### src/design/pool_cfg.svh
`ifndef POOL_CFG_SVH
`define POOL_CFG_SVH

// Element width, IEEE half float
`define POOL_DATA_W 16

// Largest feature map side, must be a multiple of the window side
`define POOL_FM_SIZE_MAX 16

// Largest number of slices held in the RAM
`define POOL_DEPTH_MAX 4

// Pool window side
`define POOL_WIN 2

// Address covers depth by side squared
`define POOL_ADDR_W 10

// Size, coordinate, depth and layer number widths
`define POOL_SIZE_W 5
`define POOL_DEPTH_W 3
`define POOL_LAYER_NUM_W 4

`endif

### src/design/pool_pkg.sv
`default_nettype none

`include "pool_cfg.svh"

package pool_pkg;

	// Half float word
	// Sign in bit 15, exponent in 14:10, mantissa in 9:0
	typedef logic [`POOL_DATA_W-1:0] fp16_t;

	// Feature map RAM address
	typedef logic [`POOL_ADDR_W-1:0] fm_addr_t;

	// Layer codes seen on the layer type input
	// Codes not listed here leave the block idle
	typedef enum logic [3:0] {
		LAYER_LOAD   = 4'd0,
		LAYER_POOL   = 4'd2,
		LAYER_FINISH = 4'd9
	} layer_type_e;

endpackage

`default_nettype wire

### src/design/fp16_max_unit.sv
`timescale 1ns/1ps
`default_nettype none

module fp16_max_unit import pool_pkg::*; (
	input  logic  clk,
	input  logic  rst,
	input  logic  pix_valid_i,
	input  fp16_t pix_data_i,
	input  logic  pix_first_i,
	input  logic  pix_last_i,
	input  logic  pix_end_i,
	output logic  result_valid_o,
	output fp16_t result_data_o,
	output logic  result_done_o
);

	fp16_t acc;
	fp16_t max_next;
	logic  pix_gt;
	logic  both_zero;

	// Sign magnitude compare, equal values keep the earlier element
	always_comb begin
		both_zero = (pix_data_i[14:0] == '0) && (acc[14:0] == '0);
		if (both_zero) begin
			// +0 and -0 are equal
			pix_gt = 1'b0;
		end else if (pix_data_i[15] != acc[15]) begin
			pix_gt = !pix_data_i[15];
		end else if (!pix_data_i[15]) begin
			pix_gt = pix_data_i[14:0] > acc[14:0];
		end else begin
			// Both negative, smaller magnitude is greater
			pix_gt = pix_data_i[14:0] < acc[14:0];
		end
	end

	// First element of a window loads without compare
	assign max_next = (pix_first_i || pix_gt) ? pix_data_i : acc;

	always_ff @(posedge clk) begin
		if (pix_valid_i) begin
			acc <= max_next;
		end
		if (pix_valid_i && pix_last_i) begin
			result_data_o <= max_next;
		end
	end

	// Strobes last one cycle each
	always_ff @(posedge clk or negedge rst) begin
		if (!rst) begin
			result_valid_o <= 1'b0;
			result_done_o  <= 1'b0;
		end else begin
			result_valid_o <= pix_valid_i && pix_last_i;
			result_done_o  <= pix_valid_i && pix_last_i && pix_end_i;
		end
	end

endmodule

`default_nettype wire

### config.mk
export PLATFORM = sky130hd
export DESIGN_NAME = fp16_max_unit
export DESIGN_NICKNAME = d
export VERILOG_FILES = /design/src/design/pool_pkg.sv /design/src/design/fp16_max_unit.sv
export VERILOG_INCLUDE_DIRS = /design/src /design/src/design
export SDC_FILE = /design/constraint.sdc
export NUM_CORES = 1
export LEC_CHECK = 0
export BUFFER_PORTS_ARGS = -buffer_cell sky130_fd_sc_hd__buf_2
export CAP_MARGIN = 15
export CORE_AREA = 2 2 66 68
export CTS_CLUSTER_DIAMETER = 80
export CTS_CLUSTER_SIZE = 30
export DETAILED_ROUTE_END_ITERATION = 8
export DIE_AREA = 0 0 68 70
export PLACE_DENSITY = 0.72
export SLEW_MARGIN = 30
export SYNTH_ARGS = -nofsm -noshare
export SYNTH_HDL_FRONTEND = slang
export SYNTH_SLANG_ARGS = --single-unit
### constraint.sdc
create_clock -name clk -period 4.35 [get_ports clk]
set_clock_uncertainty 0.2 [all_clocks]
set_input_delay 0.435 -clock clk [delete_from_list [all_inputs] [get_ports clk]]
set_output_delay 0.435 -clock clk [all_outputs]
set_load 0.005 [all_outputs]
# Yosys cells after proc, flatten, opt, wreduce, memory -nomap -nowiden
# Cells that the tools add are included.
# word_totals
ff_bits,34
out_inout_bits,18
wordCells,18
# op_classes
n_lt_le_gt_ge,2
eq_ne,1
mux,4
n_reduce_logical,7
# op_table
op,count
15-bit logical NOT,2
16-bit 2-to-1 mux,1
15-bit greater-than comparator,1
15-bit less-than comparator,1
1-bit logical AND,3
1-bit 2-to-1 mux,3
1-bit logical NOT,1
1-bit logical OR,1
1-bit inequality test,1

# Depth between registers and ports, before layout
# depth
ltp_word,6
depth_mapped,9
ltp_nobuf,8

# Worst setup path before layout
# No wires, ideal clock.
# synth_timing
path_kind,input -> register
from,in pix_data_i[10]
to,"reg acc[10], data pin"
setup_time_ns,0.266
t_arrival_ns,2.110
required_ns,3.884
path_slack_ns,1.774
path_stages,8
n_path_buf,1
path_cell_list,ha_1 nand2_1 o21ai_0 a21oi_1 a311o_1 o21ai_4 buf_6 mux2_1
# synth_via
elab_chain_len,6
elab_cells_between_ends,9
cone_classes,order compare (2); mux (4); reduce/logical (3)
# synth_rtl
element,line_no,source
"start, declared",fp16_max_unit.sv:8,"input fp16_t pix_data_i,"
15-bit greater-than comparator / 15-bit less-than comparator (equally long branches),"fp16_max_unit.sv:31, fp16_max_unit.sv:34",
1-bit 2-to-1 mux,fp16_max_unit.sv:30,end else if (!pix_data_i[15]) begin
1-bit 2-to-1 mux,fp16_max_unit.sv:28,end else if (pix_data_i[15] != acc[15]) begin
1-bit 2-to-1 mux,fp16_max_unit.sv:25,if (both_zero) begin
1-bit logical OR,fp16_max_unit.sv:39,assign max_next = (pix_first_i || pix_gt) ? pix_data_i : acc;
16-bit 2-to-1 mux *,fp16_max_unit.sv:39,
named net max_next[10],fp16_max_unit.sv:18,fp16_t max_next;
"end signal, assigned",fp16_max_unit.sv:43,acc <= max_next;
"end, declared",fp16_max_unit.sv:17,fp16_t acc;
# The timed path passes the listed nets; every way through them passes the cells marked *.
# A chain may end at the register's enable or synchronous reset.

# Worst setup path after layout
# layout_timing
from,reg acc[10]
to,"reg result_data_o[0], data pin"
# layout_via
elab_chain_len,6
elab_cells_between_ends,9
cone_classes,order compare (2); mux (4); reduce/logical (3)
# layout_rtl
element,line_no,source
15-bit greater-than comparator / 15-bit less-than comparator (equally long branches),"fp16_max_unit.sv:31, fp16_max_unit.sv:34",
1-bit 2-to-1 mux,fp16_max_unit.sv:30,
1-bit 2-to-1 mux,fp16_max_unit.sv:28,
1-bit 2-to-1 mux *,fp16_max_unit.sv:25,
1-bit logical OR *,fp16_max_unit.sv:39,
16-bit 2-to-1 mux *,fp16_max_unit.sv:39,
named net max_next[0],fp16_max_unit.sv:18,
"end signal, assigned",fp16_max_unit.sv:46,result_data_o <= max_next;
"end, declared",fp16_max_unit.sv:13,"output fp16_t result_data_o,"
# Marks and branches as above.

==> results.py <==
metrics = {
    "die": {
        "die_w_microns": 68,
        "die_area_sq_um": 4760,
        "start_util_pct": 40.8,
        "core_area_sq_um": 4140,
        "die_h_microns": 70,
        "io_pins": 40,
        "rows": 24,
    },
    "cts": {
        "ctsResizeCount": 0,
        "cts_made_buffers": 5,
        "clk_pin_slew_ns": 0.07,
        "ctsLongestPathBuffers": 2,
        "cts_root_buffer": "clkbuf_8",
        "cts_tree": "yes",
        "cts_sinks": 34,
        "insertion_delay_ns": 0.29,
        "h-tree-depth": 2,
    },
    "finish": {
        "regArea_sq_um": 1010,
        "fin_area_sq_um": 2030,
        "multiInputGateArea_sq_um": 603,
        "diodes": 0,
        "layout-drive-gt1-share_pct": 29.8,
        "final_net_count": 207,
        "area_growth_pct": 20.1,
        "nFillCells": 377,
    },
    "sta": {
        "rsz0062_at_grt": "false",
        "tightestPinTransition_ns": 0.795,
        "finalMaxSlewViolations": 0,
        "fin_crit_sh_pct": 66.6,
        "setup_tns_ns": 0,
        "fmax_ghz": 0.345,
        "setup_viol": 0,
        "slew_headroom_pct": 47.0,
        "setup_slack_ns": 1.45,
        "finalHoldViolCount": 0,
        "hold_slack_ns": 0.192,
        "min_period_ns": 2.90,
    },
    "critical_path": {
        "critPathKind": "reg -> reg",
        "critPathSlowestCell": "o21ai_4",
        "crit_buf_inv": 1,
        "end_kind": "flop",
        "worst_ep_required_time_ns": 4.18,
        "worstPathMaxFanout": 15,
        "arrival_ns": 2.73,
        "critPathLaunchType": "flop",
        "cp_top_family": "compound AO/OA/AOI/OAI gates",
        "crit_path_max_incr_delay_ns": 0.48,
        "crit_path_cell_trace": "inv_1 -> ha_1 -> nand2_1 -> o21ai_0 -> a21oi_1 -> a311o_1 -> o21ai_4 -> mux2_2",
    },
    "synthesis": {
        "synth.cells.most_frequent": "edfxtp_1 (32), inv_1 (17), ha_1 (15), mux2_1 (10), a21oi_1 (9)",
        "synth_edf_count": 32,
        "ys_ff_latch": 34,
        "synth_ff_type": "edfxtp_1",
        "syn_area_per_cell_sq_um": 13.6,
        "synth_most_common_cell": "edfxtp_1",
        "syn-num-nets": 161,
        "ys_warn_count": 0,
        "netlist_area_sq_um": 1690,
        "yosysSeqAreaShare_pct": 59.9,
        "synthArstFlopShare_pct": 5.88,
        "ys_types": 21,
        "synth_top_area_share_pct": 56.9,
        "synth_largest_area_cell": "edfxtp_1",
        "netlist_top_cells_area": "edfxtp_1 (57%), ha_1 (11%), mux2_1 (6.7%)",
        "synthCells": 124,
    },
    "pwr": {
        "power_switching_mw": 0.183,
        "swShare_pct": 25.0,
        "leakagePower_nw": 0.862,
        "max-vdd-ir-drop_uv": 108,
        "clock_power_share_pct": 30.1,
        "pwr-share-comb_pct": 15.2,
        "seqPwrFrac_pct": 54.7,
        "power_density_nw_per_um2": 361,
        "internal_power_mw": 0.549,
    },
    "detailed_routing": {
        "vias_per_cell": 5.31,
        "vias": 1184,
        "wire_per_inst_microns": 14.7,
        "ant_nets": 0,
        "drc": 0,
        "firstDrtPassIters": 4,
        "dr.first_iter.drc_count": 89,
        "wirelength_microns": 3280,
    },
    "global_route": {
        "grt_pass1_vias": 1157,
        "grt_pass1_wl_microns": 5290,
        "overflow": 0,
        "antenna_found_initial": 0,
        "grt_util_all_layers_pct": 15.3,
        "grt_start_max_net_pins": 19,
    },
    "place": {
        "io_buffers": 39,
        "placed_area_sq_um": 1940,
        "dp_hpwl_microns": 2480,
        "globalplace.congestion": 0.973,
        "dp_slack_ns": 1.36,
    },
    "hold_path": {
        "min_path_type": "in -> reg",
    },
    "run_status": {
        "status": "completed",
    },
    "run": {
        "max-cap-violations": 0,
    },
}
[per-stage QoR]
step / std cells / util (%) / power (mW)
CTS: 223 / 49.0 / 0.733
detailed placement: 214 / 46.8 / 0.518
global placement: 214 / 46.8 / 0.512
floorplan: 124 / - / 0.473
global route: 223 / 49.0 / 0.766
finish: 223 / 49.0 / 0.732
[worst register-to-register path: stages (launching register included)]
cell and delay, ns:
edfxtp_1 0.38, inv_1 0.06, ha_1 0.31, nand2_1 0.06, o21ai_0 0.19, a21oi_1 0.12, a311o_1 0.42, o21ai_4 0.48
mux2_2 0.41
[registers in the layout, indices dropped and copies added (netlist names)]
signal	count
acc	16
result_data_o	16
result_done_o	1
result_valid_o	1
[layer usage]
metal / track usage (%) / up-vias / wire [microns]
met4: 8.22 / 0 / 114
met5: 0 / - / 0
met3: 4.83 / 13 / 214
met1: 17.0 / 564 / 1290
met2: 25.5 / 45 / 1650
li1: - / 562 / -
[logic make-up (layout without fill, tap and decap cells)]
logic type | Yosys count | count (layout) | share of synthesized area (%)
muxes | 15 | 15 | 10.0
AOI/OAI and AO/OA | 17 | 17 | 6.44
buffers and inverters | 18 | 65 | 4.44
adders and majority gates | 15 | 15 | 11.1
and+or+nand+nor | 25 | 25 | 8.15
DFF | 34 | 34 | 59.9
[placed cells by master (no fill, tap or decap), types with 2 or more instances in the layout]
master and count:
mux2_2 5, nand4_1 6, buf_2 39, ha_1 15, inv_1 17, a21oi_1 9
nand2_1 3, nor2_1 5, nor4_1 8, o21ai_0 3, dfrtp_1 2, edfxtp_1 32
mux2_1 10, clkbuf_8 5
[final cells by class]
| type | instances | share of cell area [%] |
|---|---|---|
| Clock inverter | 2 | 0.432 |
| Inverter | 17 | 3.14 |
| Timing Repair Buffer | 40 | 10.1 |
| Clock buffer | 6 | 3.58 |
| Sequential cell | 34 | 49.8 |
| Tap cell | 52 | 3.21 |
| Multi-Input combinational cell | 72 | 29.7 |
[timing repair]
item | in CTS | in global routing
hold endpoints to repair | 2 | 0
buffers inserted | 0 | 0
hold buffers | 1 | 0
[final timing paths]
check | startpoint | endpoint | slack, ns | cells past startpoint
worst max-delay path | acc[10]$_DFFE_PP_ | result_data_o[0]$_DFFE_PP_ | 1.45 | 8
worst min-delay path | pix_last_i | result_done_o$_DFF_PN0_ | 0.19 | 2
worst max register to register | acc[10]$_DFFE_PP_ | result_data_o[0]$_DFFE_PP_ | 1.45 | 8
worst min register to register | acc[8]$_DFFE_PP_ | result_data_o[8]$_DFFE_PP_ | 0.42 | 1
max in group asynchronous | rst | result_done_o$_DFF_PN0_ | 3.61 | 2
min in group asynchronous | rst | result_valid_o$_DFF_PN0_ | 0.25 | 2
[power by group through the flow]
stage	sequential, mW	clock (mW)	combinational, mW
final	0.401	0.220	0.111
after global routing	0.403	0.237	0.125
after CTS	0.401	0.221	0.111
after detailed placement	0.408	0	0.110
after global placement	0.407	0	0.105
after floorplan	0.407	0	0.0669
Power figures use the tool's default switching activity.
