$ cat src/design/pool_cfg.svh
`ifndef POOL_CFG_SVH
`define POOL_CFG_SVH

// Element width, IEEE half float
`define POOL_DATA_W 16

// Largest feature map side, must be a multiple of the window side
`define POOL_FM_SIZE_MAX 16

// Largest number of slices held in the RAM
`define POOL_DEPTH_MAX 4

// Pool window side
`define POOL_WIN 2

// Address covers depth by side squared
`define POOL_ADDR_W 10

// Size, coordinate, depth and layer number widths
`define POOL_SIZE_W 5
`define POOL_DEPTH_W 3
`define POOL_LAYER_NUM_W 4

`endif

$ cat src/design/pool_pkg.sv
`default_nettype none

`include "pool_cfg.svh"

package pool_pkg;

	// Half float word
	// Sign in bit 15, exponent in 14:10, mantissa in 9:0
	typedef logic [`POOL_DATA_W-1:0] fp16_t;

	// Feature map RAM address
	typedef logic [`POOL_ADDR_W-1:0] fm_addr_t;

	// Layer codes seen on the layer type input
	// Codes not listed here leave the block idle
	typedef enum logic [3:0] {
		LAYER_LOAD   = 4'd0,
		LAYER_POOL   = 4'd2,
		LAYER_FINISH = 4'd9
	} layer_type_e;

endpackage

`default_nettype wire

$ cat src/design/pool_sequencer.sv
`timescale 1ns/1ps
`default_nettype none

`include "pool_cfg.svh"

module pool_sequencer import pool_pkg::*; (
	input  logic                         clk,
	input  logic                         rst,
	input  layer_type_e                  layer_type_i,
	input  logic [`POOL_LAYER_NUM_W-1:0] layer_num_i,
	input  logic [`POOL_SIZE_W-1:0]      fm_size_i,
	input  logic [`POOL_DEPTH_W-1:0]     fm_depth_i,
	input  logic                         init_done_i,
	input  logic                         result_done_i,
	output logic                         init_ready_o,
	output logic                         layer_ready_o,
	output logic                         rd_en_o,
	output fm_addr_t                     rd_addr_o,
	output logic                         rd_first_o,
	output logic                         rd_last_o,
	output logic                         rd_end_o
);

	// Window side at counter width
	localparam logic [`POOL_SIZE_W-1:0] WIN_S = `POOL_WIN;
	localparam logic [`POOL_SIZE_W-1:0] WIN_LAST = `POOL_WIN - 1;

	logic [`POOL_LAYER_NUM_W-1:0] layer_num_q;
	// Address walk active, then waiting for the final result
	logic run;
	logic busy;

	// Window position, out_row and out_col in input pixels
	logic [`POOL_DEPTH_W-1:0] slice;
	logic [`POOL_SIZE_W-1:0]  out_row;
	logic [`POOL_SIZE_W-1:0]  out_col;
	logic [`POOL_SIZE_W-1:0]  win_row;
	logic [`POOL_SIZE_W-1:0]  win_col;

	// Running bases, stepped by fm_size so no multiplier is needed
	fm_addr_t slice_base;
	fm_addr_t row_base;
	fm_addr_t win_row_base;
	fm_addr_t size_a;

	logic col_last;
	logic row_last;
	logic ocol_last;
	logic orow_last;
	logic slice_last;
	logic start;

	assign size_a = fm_addr_t'(fm_size_i);

	assign col_last   = (win_col == WIN_LAST);
	assign row_last   = (win_row == WIN_LAST);
	assign ocol_last  = ((out_col + WIN_S) == fm_size_i);
	assign orow_last  = ((out_row + WIN_S) == fm_size_i);
	assign slice_last = ((slice + 1'b1) == fm_depth_i);

	// New pool layer number after the load is done
	assign start = (layer_type_i == LAYER_POOL) && init_ready_o && (layer_num_i != layer_num_q);

	always_ff @(posedge clk or negedge rst) begin
		if (!rst) begin
			init_ready_o  <= 1'b0;
			layer_ready_o <= 1'b0;
			layer_num_q   <= '0;
			run           <= 1'b0;
			busy          <= 1'b0;
			rd_en_o       <= 1'b0;
			rd_first_o    <= 1'b0;
			rd_last_o     <= 1'b0;
			rd_end_o      <= 1'b0;
			slice         <= '0;
			out_row       <= '0;
			out_col       <= '0;
			win_row       <= '0;
			win_col       <= '0;
			slice_base    <= '0;
			row_base      <= '0;
			win_row_base  <= '0;
		end else begin
			rd_en_o    <= 1'b0;
			rd_first_o <= 1'b0;
			rd_last_o  <= 1'b0;
			rd_end_o   <= 1'b0;

			// One read per cycle, column then row inside the window
			if (run) begin
				rd_en_o    <= 1'b1;
				rd_first_o <= (win_row == '0) && (win_col == '0);
				rd_last_o  <= row_last && col_last;
				rd_end_o   <= row_last && col_last && ocol_last && orow_last && slice_last;
				if (!col_last) begin
					win_col <= win_col + 1'b1;
				end else begin
					win_col <= '0;
					if (!row_last) begin
						win_row  <= win_row + 1'b1;
						row_base <= row_base + size_a;
					end else begin
						win_row <= '0;
						if (!ocol_last) begin
							// Next window on the same output row
							out_col  <= out_col + WIN_S;
							row_base <= win_row_base;
						end else begin
							out_col <= '0;
							if (!orow_last) begin
								// Window top is the row below the last one read
								out_row      <= out_row + WIN_S;
								row_base     <= row_base + size_a;
								win_row_base <= row_base + size_a;
							end else begin
								out_row      <= '0;
								row_base     <= '0;
								win_row_base <= '0;
								if (!slice_last) begin
									// Last row start plus one row is the slice size
									slice      <= slice + 1'b1;
									slice_base <= slice_base + row_base + size_a;
								end else begin
									// Final read issued, wait for its result
									slice      <= '0;
									slice_base <= '0;
									run        <= 1'b0;
									busy       <= 1'b1;
								end
							end
						end
					end
				end
			end

			case (layer_type_i)
				LAYER_LOAD: begin
					init_ready_o  <= init_done_i;
					layer_ready_o <= init_ready_o & init_done_i;
				end
				LAYER_POOL: begin
					if (busy && result_done_i) begin
						busy          <= 1'b0;
						layer_ready_o <= 1'b1;
					end
					if (start) begin
						layer_num_q   <= layer_num_i;
						layer_ready_o <= 1'b0;
						run           <= 1'b1;
						busy          <= 1'b0;
						slice         <= '0;
						out_row       <= '0;
						out_col       <= '0;
						win_row       <= '0;
						win_col       <= '0;
						slice_base    <= '0;
						row_base      <= '0;
						win_row_base  <= '0;
					end
				end
				LAYER_FINISH: begin
					// Load state survives, the walk does not
					layer_ready_o <= 1'b0;
					run           <= 1'b0;
					busy          <= 1'b0;
					rd_en_o       <= 1'b0;
					rd_first_o    <= 1'b0;
					rd_last_o     <= 1'b0;
					rd_end_o      <= 1'b0;
					slice         <= '0;
					out_row       <= '0;
					out_col       <= '0;
					win_row       <= '0;
					win_col       <= '0;
					slice_base    <= '0;
					row_base      <= '0;
					win_row_base  <= '0;
				end
				default: begin
				end
			endcase
		end
	end

	// Address of the element under the window counters
	always_ff @(posedge clk) begin
		if (run) begin
			rd_addr_o <= slice_base + row_base + fm_addr_t'(out_col) + fm_addr_t'(win_col);
		end
	end

endmodule

`default_nettype wire

$ cat config.mk
export PLATFORM = sky130hd
export DESIGN_NAME = pool_sequencer
export DESIGN_NICKNAME = d
export VERILOG_FILES = /design/src/design/pool_pkg.sv /design/src/design/pool_sequencer.sv
export VERILOG_INCLUDE_DIRS = /design/src /design/src/design
export SDC_FILE = /design/constraint.sdc
export NUM_CORES = 1
export LEC_CHECK = 0
export BUFFER_PORTS_ARGS = -buffer_cell sky130_fd_sc_hd__buf_2
export CAP_MARGIN = 10
export CORE_MARGIN = 4
export CORE_UTILIZATION = 34
export CTS_CLUSTER_SIZE = 40
export DETAILED_ROUTE_END_ITERATION = 7
export GPL_TIMING_DRIVEN = 0
export HOLD_SLACK_MARGIN = 0.12
export PLACE_DENSITY = 0.5
export REMOVE_ABC_BUFFERS = 1
export SETUP_SLACK_MARGIN = 0.3
export SLEW_MARGIN = 40
export SYNTH_ARGS = -nofsm -noshare
export SYNTH_HDL_FRONTEND = slang
export SYNTH_SLANG_ARGS = --single-unit
$ cat constraint.sdc
create_clock -name clk -period 7.3 [get_ports clk]
set_clock_uncertainty 0.05 [all_clocks]
set_input_delay 0.73 -clock clk [delete_from_list [all_inputs] [get_ports clk]]
set_output_delay 0.73 -clock clk [all_outputs]
set_load 0.01 [all_outputs]
== Yosys cells after proc, flatten, opt, wreduce, memory -nomap -nowiden ==
Cells that the tools add are included.
Storage, ports and cells
  output and inout bits: 16
  register bits after elaboration: 75
  bits of input ports: 20
Cells by class
  reductions and logical operators: 14
  equality and inequality tests: 9
  bitwise logic cells: 1
  add/sub/neg operators: 10
  muxes and demuxes: 78
Operator list (number)
  $mux 10: 17
  $mux 5: 18
  $pmux 10 s2: 3
  $add 10x5->10: 4
  $pmux 5 s2: 4
  $mux 1: 25
  $mux 3: 7
  $add 10x10->10: 1
  $add 5x1->5 const B: 2
  $add 5x2->5 const B: 2
  $eq 5x1->1 const B: 2
  $eq 5x5->1: 2
  $logic_not 5->1: 2
  $logic_and 1x1->1: 8
  $pmux 3 s2: 1
  $eq 4x2->1 const B: 1
  $eq 4x4->1 const B: 1
  $logic_not 4->1: 1
  $ne 4x4->1: 1
  $pmux 1 s2: 2
  $reduce_and 2->1: 2
  $add 3x1->3 const B: 1
  $eq 3x3->1: 1
  $ne 3x2->1 const B: 1
  3 further kinds: 3

== Logic depth before layout (Yosys ltp) ==
Gate-level depths: netlist of run 1.
  depth after elaboration: 11
  gate-level depth with buffers: 16

== Worst setup path before layout of run 1 ==
Ideal clock, no wire load.
  path type: reg2reg
  from: register row_base[0]
  to: register rd_addr_o[9], data pin
  arrival: 3.092 ns
  clock period less this slack: 3.413 ns
  stages on the path, launching flop included: 15
  setup slack: 3.887 ns
  data required time: 6.979 ns
  path through: dfrtp_1 > ha_1 > inv_1 > fa_1 > fa_1 > inv_1 > ha_1 > inv_1 > fa_1 > inv_1 > a21o_1 > a21oi_1 > maj3_1 > nor4_1 > xor2_1
On the way
  word-level cells in the longest chain between the ends: 3
RTL lines
  from (decl): RTL line pool_sequencer.sv:42  | fm_addr_t row_base;
  from (signal assigned): RTL line pool_sequencer.sv:101  | row_base <= row_base + size_a;
  from (signal assigned): RTL line pool_sequencer.sv:107  | row_base <= win_row_base;
  from (signal assigned): RTL line pool_sequencer.sv:113  | row_base <= row_base + size_a;
  $add 10x10->10: RTL line pool_sequencer.sv:188  | rd_addr_o <= slice_base + row_base + fm_addr_t'(out_col) + fm_addr_t'(win_col);
  $add 10x5->10 (2 in a row): RTL line pool_sequencer.sv:188
  to (signal assigned): RTL line pool_sequencer.sv:188
  to (decl): RTL line pool_sequencer.sv:18  | output fm_addr_t rd_addr_o,
No other way between the ends.
A chain may end at the register's enable or synchronous reset.

== Final worst setup path of run 1 ==
Ends and elaborated chain as after synthesis.

==> impl_metrics.tcl, run 1 <==
set metrics [dict create \
    place_worst_setup_slack_ns 3.50 \
    number_of_buffers_created_by_cts 9 \
    reg2reg_setup_slack_ns 3.52 \
    yosys.cell_count.top_type "dfrtp_1" \
    layout-drive-gt1-share 0.116 \
    cts_repair_resize_count 0 \
    route.detailed.wl_per_inst_um 16.0 \
    setup_viol 0 \
    slew_worst_pin_ns 0.747 \
    cts_tree "done" \
    clk_pin_slew_ns 0.06 \
    finalHoldViolCount 0 \
    crit_required_ns 7.33 \
    crit_path_cell_trace "ha_1 -> inv_1 -> fa_1 -> xnor2_1 -> inv_1 -> fa_1 -> fa_1 -> inv_1 -> a21o_1 -> a21oi_1 -> maj3_1 -> nor4_1 -> xor2_1" \
    worst_r2r_path_depth 13 \
    fin_crit_sh 0.517 \
    drc_errors 0 \
    p_per_area_mw_per_mm2 288 \
    grt_start_max_net_pins 53 \
    critPathMaxFanout 3 \
    buffer_ports.inserted 35 \
    cts.root.buffer_cell "clkbuf_16" \
    num_rows 43 \
    cts-root-to-sink-buffers 2 \
    timing.critical_path.slowest_cell_delay_ns 0.50 \
    setup_total_negative_slack_ns 0 \
    floorplan.io_pins 36 \
    layout-area-overhead-vs-synth_pct 14.6 \
    overflow 0 \
    postLayoutSetupSlackWorst_ns 3.52 \
    antenna_violations_before_repair 0 \
    synth.top_cells.by_count "dfrtp_1, nor2_1, nand2_1" \
    synth_edf_count 10 \
    synthesized_area_divided_by_synthesized_cell_count_um2 9.41 \
    syn-cell-area_mm2 0.00483 \
    global_route.usage.total 0.155 \
    total_number_of_vias 3825 \
    fin_crit_ns 3.78 \
    slew_headroom 0.499 \
    crit_path_top_delay_cell "fa_1" \
    postSynth.asyncResetShare 0.867 \
    run_status "finished clean" \
    viasPerCell 5.22 \
    placedCellCount 717 \
    dp.final_hpwl_um 8670 \
    hold_buffers 0 \
    synthCells 513 \
    dr.first_iter.drc_count 215 \
    hold_path_class "in2async" \
    placeableCoreArea_mm2 0.0139 \
    antenna_cells 0 \
    seq_area_frac_synth 0.399 \
    clock_sink_count 75 \
    finalWirelength_um 11800 \
    placer_congestion_estimate 0.818 \
    nets_final 610 \
    worst_skew_late_latency_ns 0.35 \
    synth.largest_area_cell "dfrtp_1" \
    ir_drop_mv 0.177 \
    grt_setup_unrepaired "no" \
    postSynthRegisterBits 75 \
    final_max_slew_viol_count 0 \
    grt_pass1_vias 3771 \
    fp.dieH_um 127 \
    worstPathArrival_ns 3.81 \
    grt_first_pass_wirelength_um 19700 \
    cts.htree.levels 3 \
    drt.antenna.violating_nets 0 \
    leakagePower_nw 2.52 \
    r2r-end "rd_addr_o[9]$_DFFE_PP_" \
    startpoint_type "register" \
    yosys_most_used_dff "dfrtp_1" \
    final-instance-count-excl-fill 733 \
    worstSetupPathType "reg2reg" \
    critical_path.startpoint "row_base[0]$_DFF_PN0_" \
    worst_r2r_startpoint "row_base[0]$_DFF_PN0_" \
    fmax_mhz 265 \
    yosys.area.top_type_share 0.337 \
    worst_setup_path_end_kind "register" \
    initial_core_util 0.348 \
    die_w_um 127 \
    post_cts.repair.setup_buffers 0 \
    yosys.cell_types.count 52 \
    synth_warnings 0 \
    synth.area.top_cells "dfrtp_1, ha_1, edfxtp_1" \
    setup.worst_path.end "rd_addr_o[9]$_DFFE_PP_" \
    max-cap-violations 0 \
    drt_first_pass_iters 4 \
    fp.dieArea_mm2 0.0162 \
]
[sequential cells by signal, indices dropped and copies added, names as in the netlist]
name / count
rd_end_o: 1
win_row_base: 10
win_col: 5
busy: 1
row_base: 10
win_row: 5
slice_base: 10
slice: 3
layer_num_q: 4
rd_en_o: 1
rd_addr_o: 10
init_ready_o: 1
rd_first_o: 1
run: 1
out_col: 5
layer_ready_o: 1
out_row: 5
rd_last_o: 1
[layout by cell type, fill, tap and decap left out, types with 25 or more instances in the layout]
cell type | netlist | routed
a21oi_1 | 39 | 39
nand2_1 | 43 | 42
ha_1 | 33 | 33
nor2_1 | 44 | 44
xnor2_1 | 34 | 34
o21ai_0 | 27 | 27
dfrtp_1 | 65 | 65
nor3_1 | 27 | 25
buf_2 | 2 | 34
inv_1 | 36 | 36
[power breakdown]
part | leakage [nW] | switching (W) | internal, W
Combinational | 1.41 | 0.000327 | 0.000231
Clock | 0.139 | 0.000183 | 0.000265
Sequential | 0.980 | 0.0000791 | 0.000506
[stage by stage]
stage | power (W) | cell area (µm²) | hold WS [ns] | util
3_5_place_dp | 0.00115 | 5240 | 0.430 | 0.378
4_1_cts | 0.00161 | 5530 | 0.142 | 0.399
5_1_grt | 0.00172 | 5530 | 0.148 | 0.399
6_report | 0.00159 | 5530 | 0.153 | 0.399
2_1_floorplan | 0.000978 | 4780 | 0.384 | -
3_3_place_gp | 0.00114 | 5180 | 0.421 | 0.373
[final cells by class]
cell class / count / area [µm²]
clock inverter: 6 / 65.1
fill: 1419 / 8350
tap: 180 / 225
multi-input combinational: 390 / 2740
sequential: 75 / 1930
clock buffer: 10 / 229
inverter: 36 / 135
timing repair buffer: 36 / 209
[kinds of logic after synthesis]
group                    synth area share
AO/OA/AOI/OAI                       0.141
XOR/XNOR                            0.106
adder cells (fa/ha/maj)             0.127
buffers and inverters              0.0378
flip-flops                          0.399
multiplexers                       0.0137
AND/OR/NAND/NOR                     0.176
[metal layers]
metal  up-vias  track usage  routed length [µm]
li1       1883            -                   -
met1      1849        0.201                5390
met2        74        0.245                5520
met3        19       0.0418                 512
met4         0       0.0618                 327
met5         -            0                   0
[worst max-delay path, delay by kind of cell, from the launching register on]
kind,cells,cell delay [ns]
adders and majority gates,5,1.97
buffers and inverters,3,0.24
AOI/OAI and AO/OA,2,0.19
xor gates and xnor gates,2,0.45
DFF,1,0.37
and+or+nand+nor,1,0.24
[worst min path at each step]
| stage | startpoint | to | slack (ns) | cells after the start |
|---|---|---|---|---|
| after global routing | rst | out_row[4]$_DFF_PN0_ | 0.15 | 1 |
| final | rst | out_row[4]$_DFF_PN0_ | 0.15 | 1 |
| after floorplan | rst | busy$_DFF_PN0_ | 0.38 | 0 |
| after CTS | rst | out_row[4]$_DFF_PN0_ | 0.14 | 1 |
| after detailed placement | slice_base[5]$_DFF_PN0_ | slice_base[5]$_DFF_PN0_ | 0.43 | 2 |
| after global placement | slice_base[5]$_DFF_PN0_ | slice_base[5]$_DFF_PN0_ | 0.42 | 2 |
Power figures use the tool's default switching activity.
==> inputs of run 2 (changes only) <==
--- a/config.mk
+++ b/config.mk
@@ -14,7 +14,7 @@
 export DETAILED_ROUTE_END_ITERATION = 7
 export GPL_TIMING_DRIVEN = 0
 export HOLD_SLACK_MARGIN = 0.12
-export PLACE_DENSITY = 0.5
+export PLACE_DENSITY = 0.52
 export REMOVE_ABC_BUFFERS = 1
 export SETUP_SLACK_MARGIN = 0.3
 export SLEW_MARGIN = 40
==> constraint.sdc (replaced) <==
create_clock -name clk -period 3.35 [get_ports clk]
set_clock_uncertainty 0.05 [all_clocks]
set_input_delay 0.335 -clock clk [delete_from_list [all_inputs] [get_ports clk]]
set_output_delay 0.335 -clock clk [all_outputs]
set_load 0.01 [all_outputs]
==> run 2 against run 1 <==
  * The run now ends with setup timing left
  * Sequential power rose by 120%
  * Global-route usage about the same
  * Power increased by 140%
  * Register-to-register slack worse by 3.6 ns
  * Largest cell class unchanged
  * Sequential cell count did not move
  * Critical path type unchanged
  * Maximum frequency is 12% higher
==> impl_metrics.tcl, run 2 (same netlist as run 1, synthesis figures left out) <==
set metrics [dict create \
    run_status "complete, but fails checks" \
    violations "setup timing" \
    total_number_of_vias 3910 \
    setup_total_negative_slack_ns -0.0339 \
    max-cap-violations 0 \
    setup_viol 2 \
    final_max_slew_viol_count 0 \
    setup.worst_path.end "rd_addr_o[8]$_DFFE_PP_" \
    worst_r2r_startpoint "slice_base[0]$_DFF_PN0_" \
    clk_pin_slew_ns 0.06 \
    finalWirelength_um 11900 \
    p_per_area_mw_per_mm2 640 \
    drt_first_pass_iters 5 \
    worst_skew_late_latency_ns 0.34 \
    worstSetupPathType "reg2reg" \
    overflow 0 \
    reg2reg_setup_slack_ns -0.03 \
    layout_common_cells "dfrtp_1, nand2_1, nor2_1" \
    worst_setup_path_end_kind "register" \
    fin_hold_ws_ns 0.192 \
    floorplan.io_pins 36 \
    slew_worst_pin_ns 0.756 \
    fp.dieH_um 127 \
    postLayoutSetupSlackWorst_ns -0.0285 \
    ir_drop_mv 0.288 \
    global_route.usage.total 0.155 \
    timing.critical_path.slowest_cell_delay_ns 0.56 \
    r2r-end "rd_addr_o[8]$_DFFE_PP_" \
    clock_sink_count 75 \
    placeableCoreArea_mm2 0.0139 \
    route.detailed.wl_per_inst_um 15.9 \
    layout-drive-gt1-share 0.194 \
    cts-root-to-sink-buffers 2 \
    layout-area-overhead-vs-synth_pct 21.4 \
    grt_start_max_net_pins 56 \
    drc_errors 0 \
    cts_tree "done" \
    fp.dieArea_mm2 0.0162 \
    crit_required_ns 3.39 \
    nets_final 629 \
    worstPathArrival_ns 3.42 \
    initial_core_util 0.348 \
    dr.first_iter.drc_count 284 \
    number_of_buffers_created_by_cts 9 \
    crit_path_top_delay_cell "fa_2" \
    startpoint_type "register" \
    cts.htree.levels 3 \
    finalCoreUtilization 0.422 \
    num_rows 43 \
    final_common_cell "dfrtp_1" \
    fmax_mhz 296 \
    critPathMaxFanout 2 \
    n_fill_cell 1360 \
    crit_path_cell_trace "ha_2 -> inv_2 -> fa_2 -> xnor2_2 -> inv_1 -> fa_2 -> inv_1 -> ha_1 -> a21o_1 -> a21oi_4 -> nor2b_4 -> nor2_1 -> maj3_2 -> nor2_2 -> xor2_1" \
    critical_path.startpoint "slice_base[0]$_DFF_PN0_" \
    slew_headroom 0.493 \
    fin_crit_ns 3.38 \
    drt.antenna.violating_nets 0 \
    grt_setup_unrepaired "yes" \
    cts.root.buffer_cell "clkbuf_16" \
    antenna_violations_before_repair 0 \
    fin_crit_sh 1.01 \
    antenna_cells 0 \
    placer_congestion_estimate 0.834 \
    viasPerCell 5.20 \
    finalHoldViolCount 0 \
    buffer_ports.inserted 35 \
    die_w_um 127 \
    worst_r2r_path_depth 15 \
    hold_path_class "in2reg" \
    dp.final_hpwl_um 8490 \
    grt_pass1_vias 3921 \
    leakagePower_nw 2.66 \
    grt_first_pass_wirelength_um 20000 \
]
==> run 2: timing repair <==
item	4_1_cts	5_1_grt
pin swaps	10	15
gates resized for setup	20	18
hold buffers	1	0
endpoints found under the setup margin	36	24
endpoints found under the hold margin	65	0
buffers inserted	8	10
==> run 2: layout make-up <==
class                           instances  area, µm²  area share
Inverter                               36        135      0.0231
Clock inverter                          3       68.8      0.0117
Tap cell                              180        225      0.0384
Multi-Input combinational cell        390       2890       0.493
Timing Repair Buffer                   55        354      0.0604
Clock buffer                           13        260      0.0444
Sequential cell                        75       1930       0.329
==> run 2: worst min-delay path by stage <==
stage,from,endpoint,slack [ns],cells past startpoint
final,init_done_i,init_ready_o$_DFFE_PN0N_,0.19,2
after global routing,init_done_i,init_ready_o$_DFFE_PN0N_,0.18,2
after CTS,init_done_i,init_ready_o$_DFFE_PN0N_,0.18,2
after detailed placement,rst,out_row[4]$_DFF_PN0_,0.11,1
after global placement,slice_base[0]$_DFF_PN0_,slice_base[0]$_DFF_PN0_,0.42,2
after floorplan,rst,busy$_DFF_PN0_,-0.01,0
==> run 2: worst max-delay path, delay by kind of cell, from the launching register on <==
family,cells,cell delay [ns]
fa+ha+maj,5,1.64
simple gates,3,0.20
buf+inv,3,0.17
compound gates,2,0.39
xor+xnor,2,0.33
flops,1,0.35
==> run 2: power breakdown <==
part,total (W),internal (W),switching [W],leakage (nW)
Clock,0.00108,0.000697,0.000385,0.160
Sequential,0.00127,0.00110,0.000170,0.978
Combinational,0.00140,0.000621,0.000777,1.52
==> run 2: per-layer routing <==
layer / track usage / vias to the layer above / part of all wire
li1: - / 1931 / -
met1: 0.201 / 1878 / 0.46
met2: 0.248 / 82 / 0.47
met3: 0.0477 / 19 / 0.045
met4: 0.0511 / 0 / 0.026
met5: 0 / - / 0
==> run 2: per-stage QoR <==
stage	setup WS (ns)	total power, W	cells	area (µm²)
6_report	-0.0285	0.00375	752	5860
3_5_place_dp	-0.413	0.00251	717	5240
5_1_grt	-0.184	0.00404	752	5860
3_3_place_gp	-0.377	0.00248	716	5180
4_1_cts	-0.250	0.00369	742	5720
2_1_floorplan	-0.0633	0.00213	501	4780
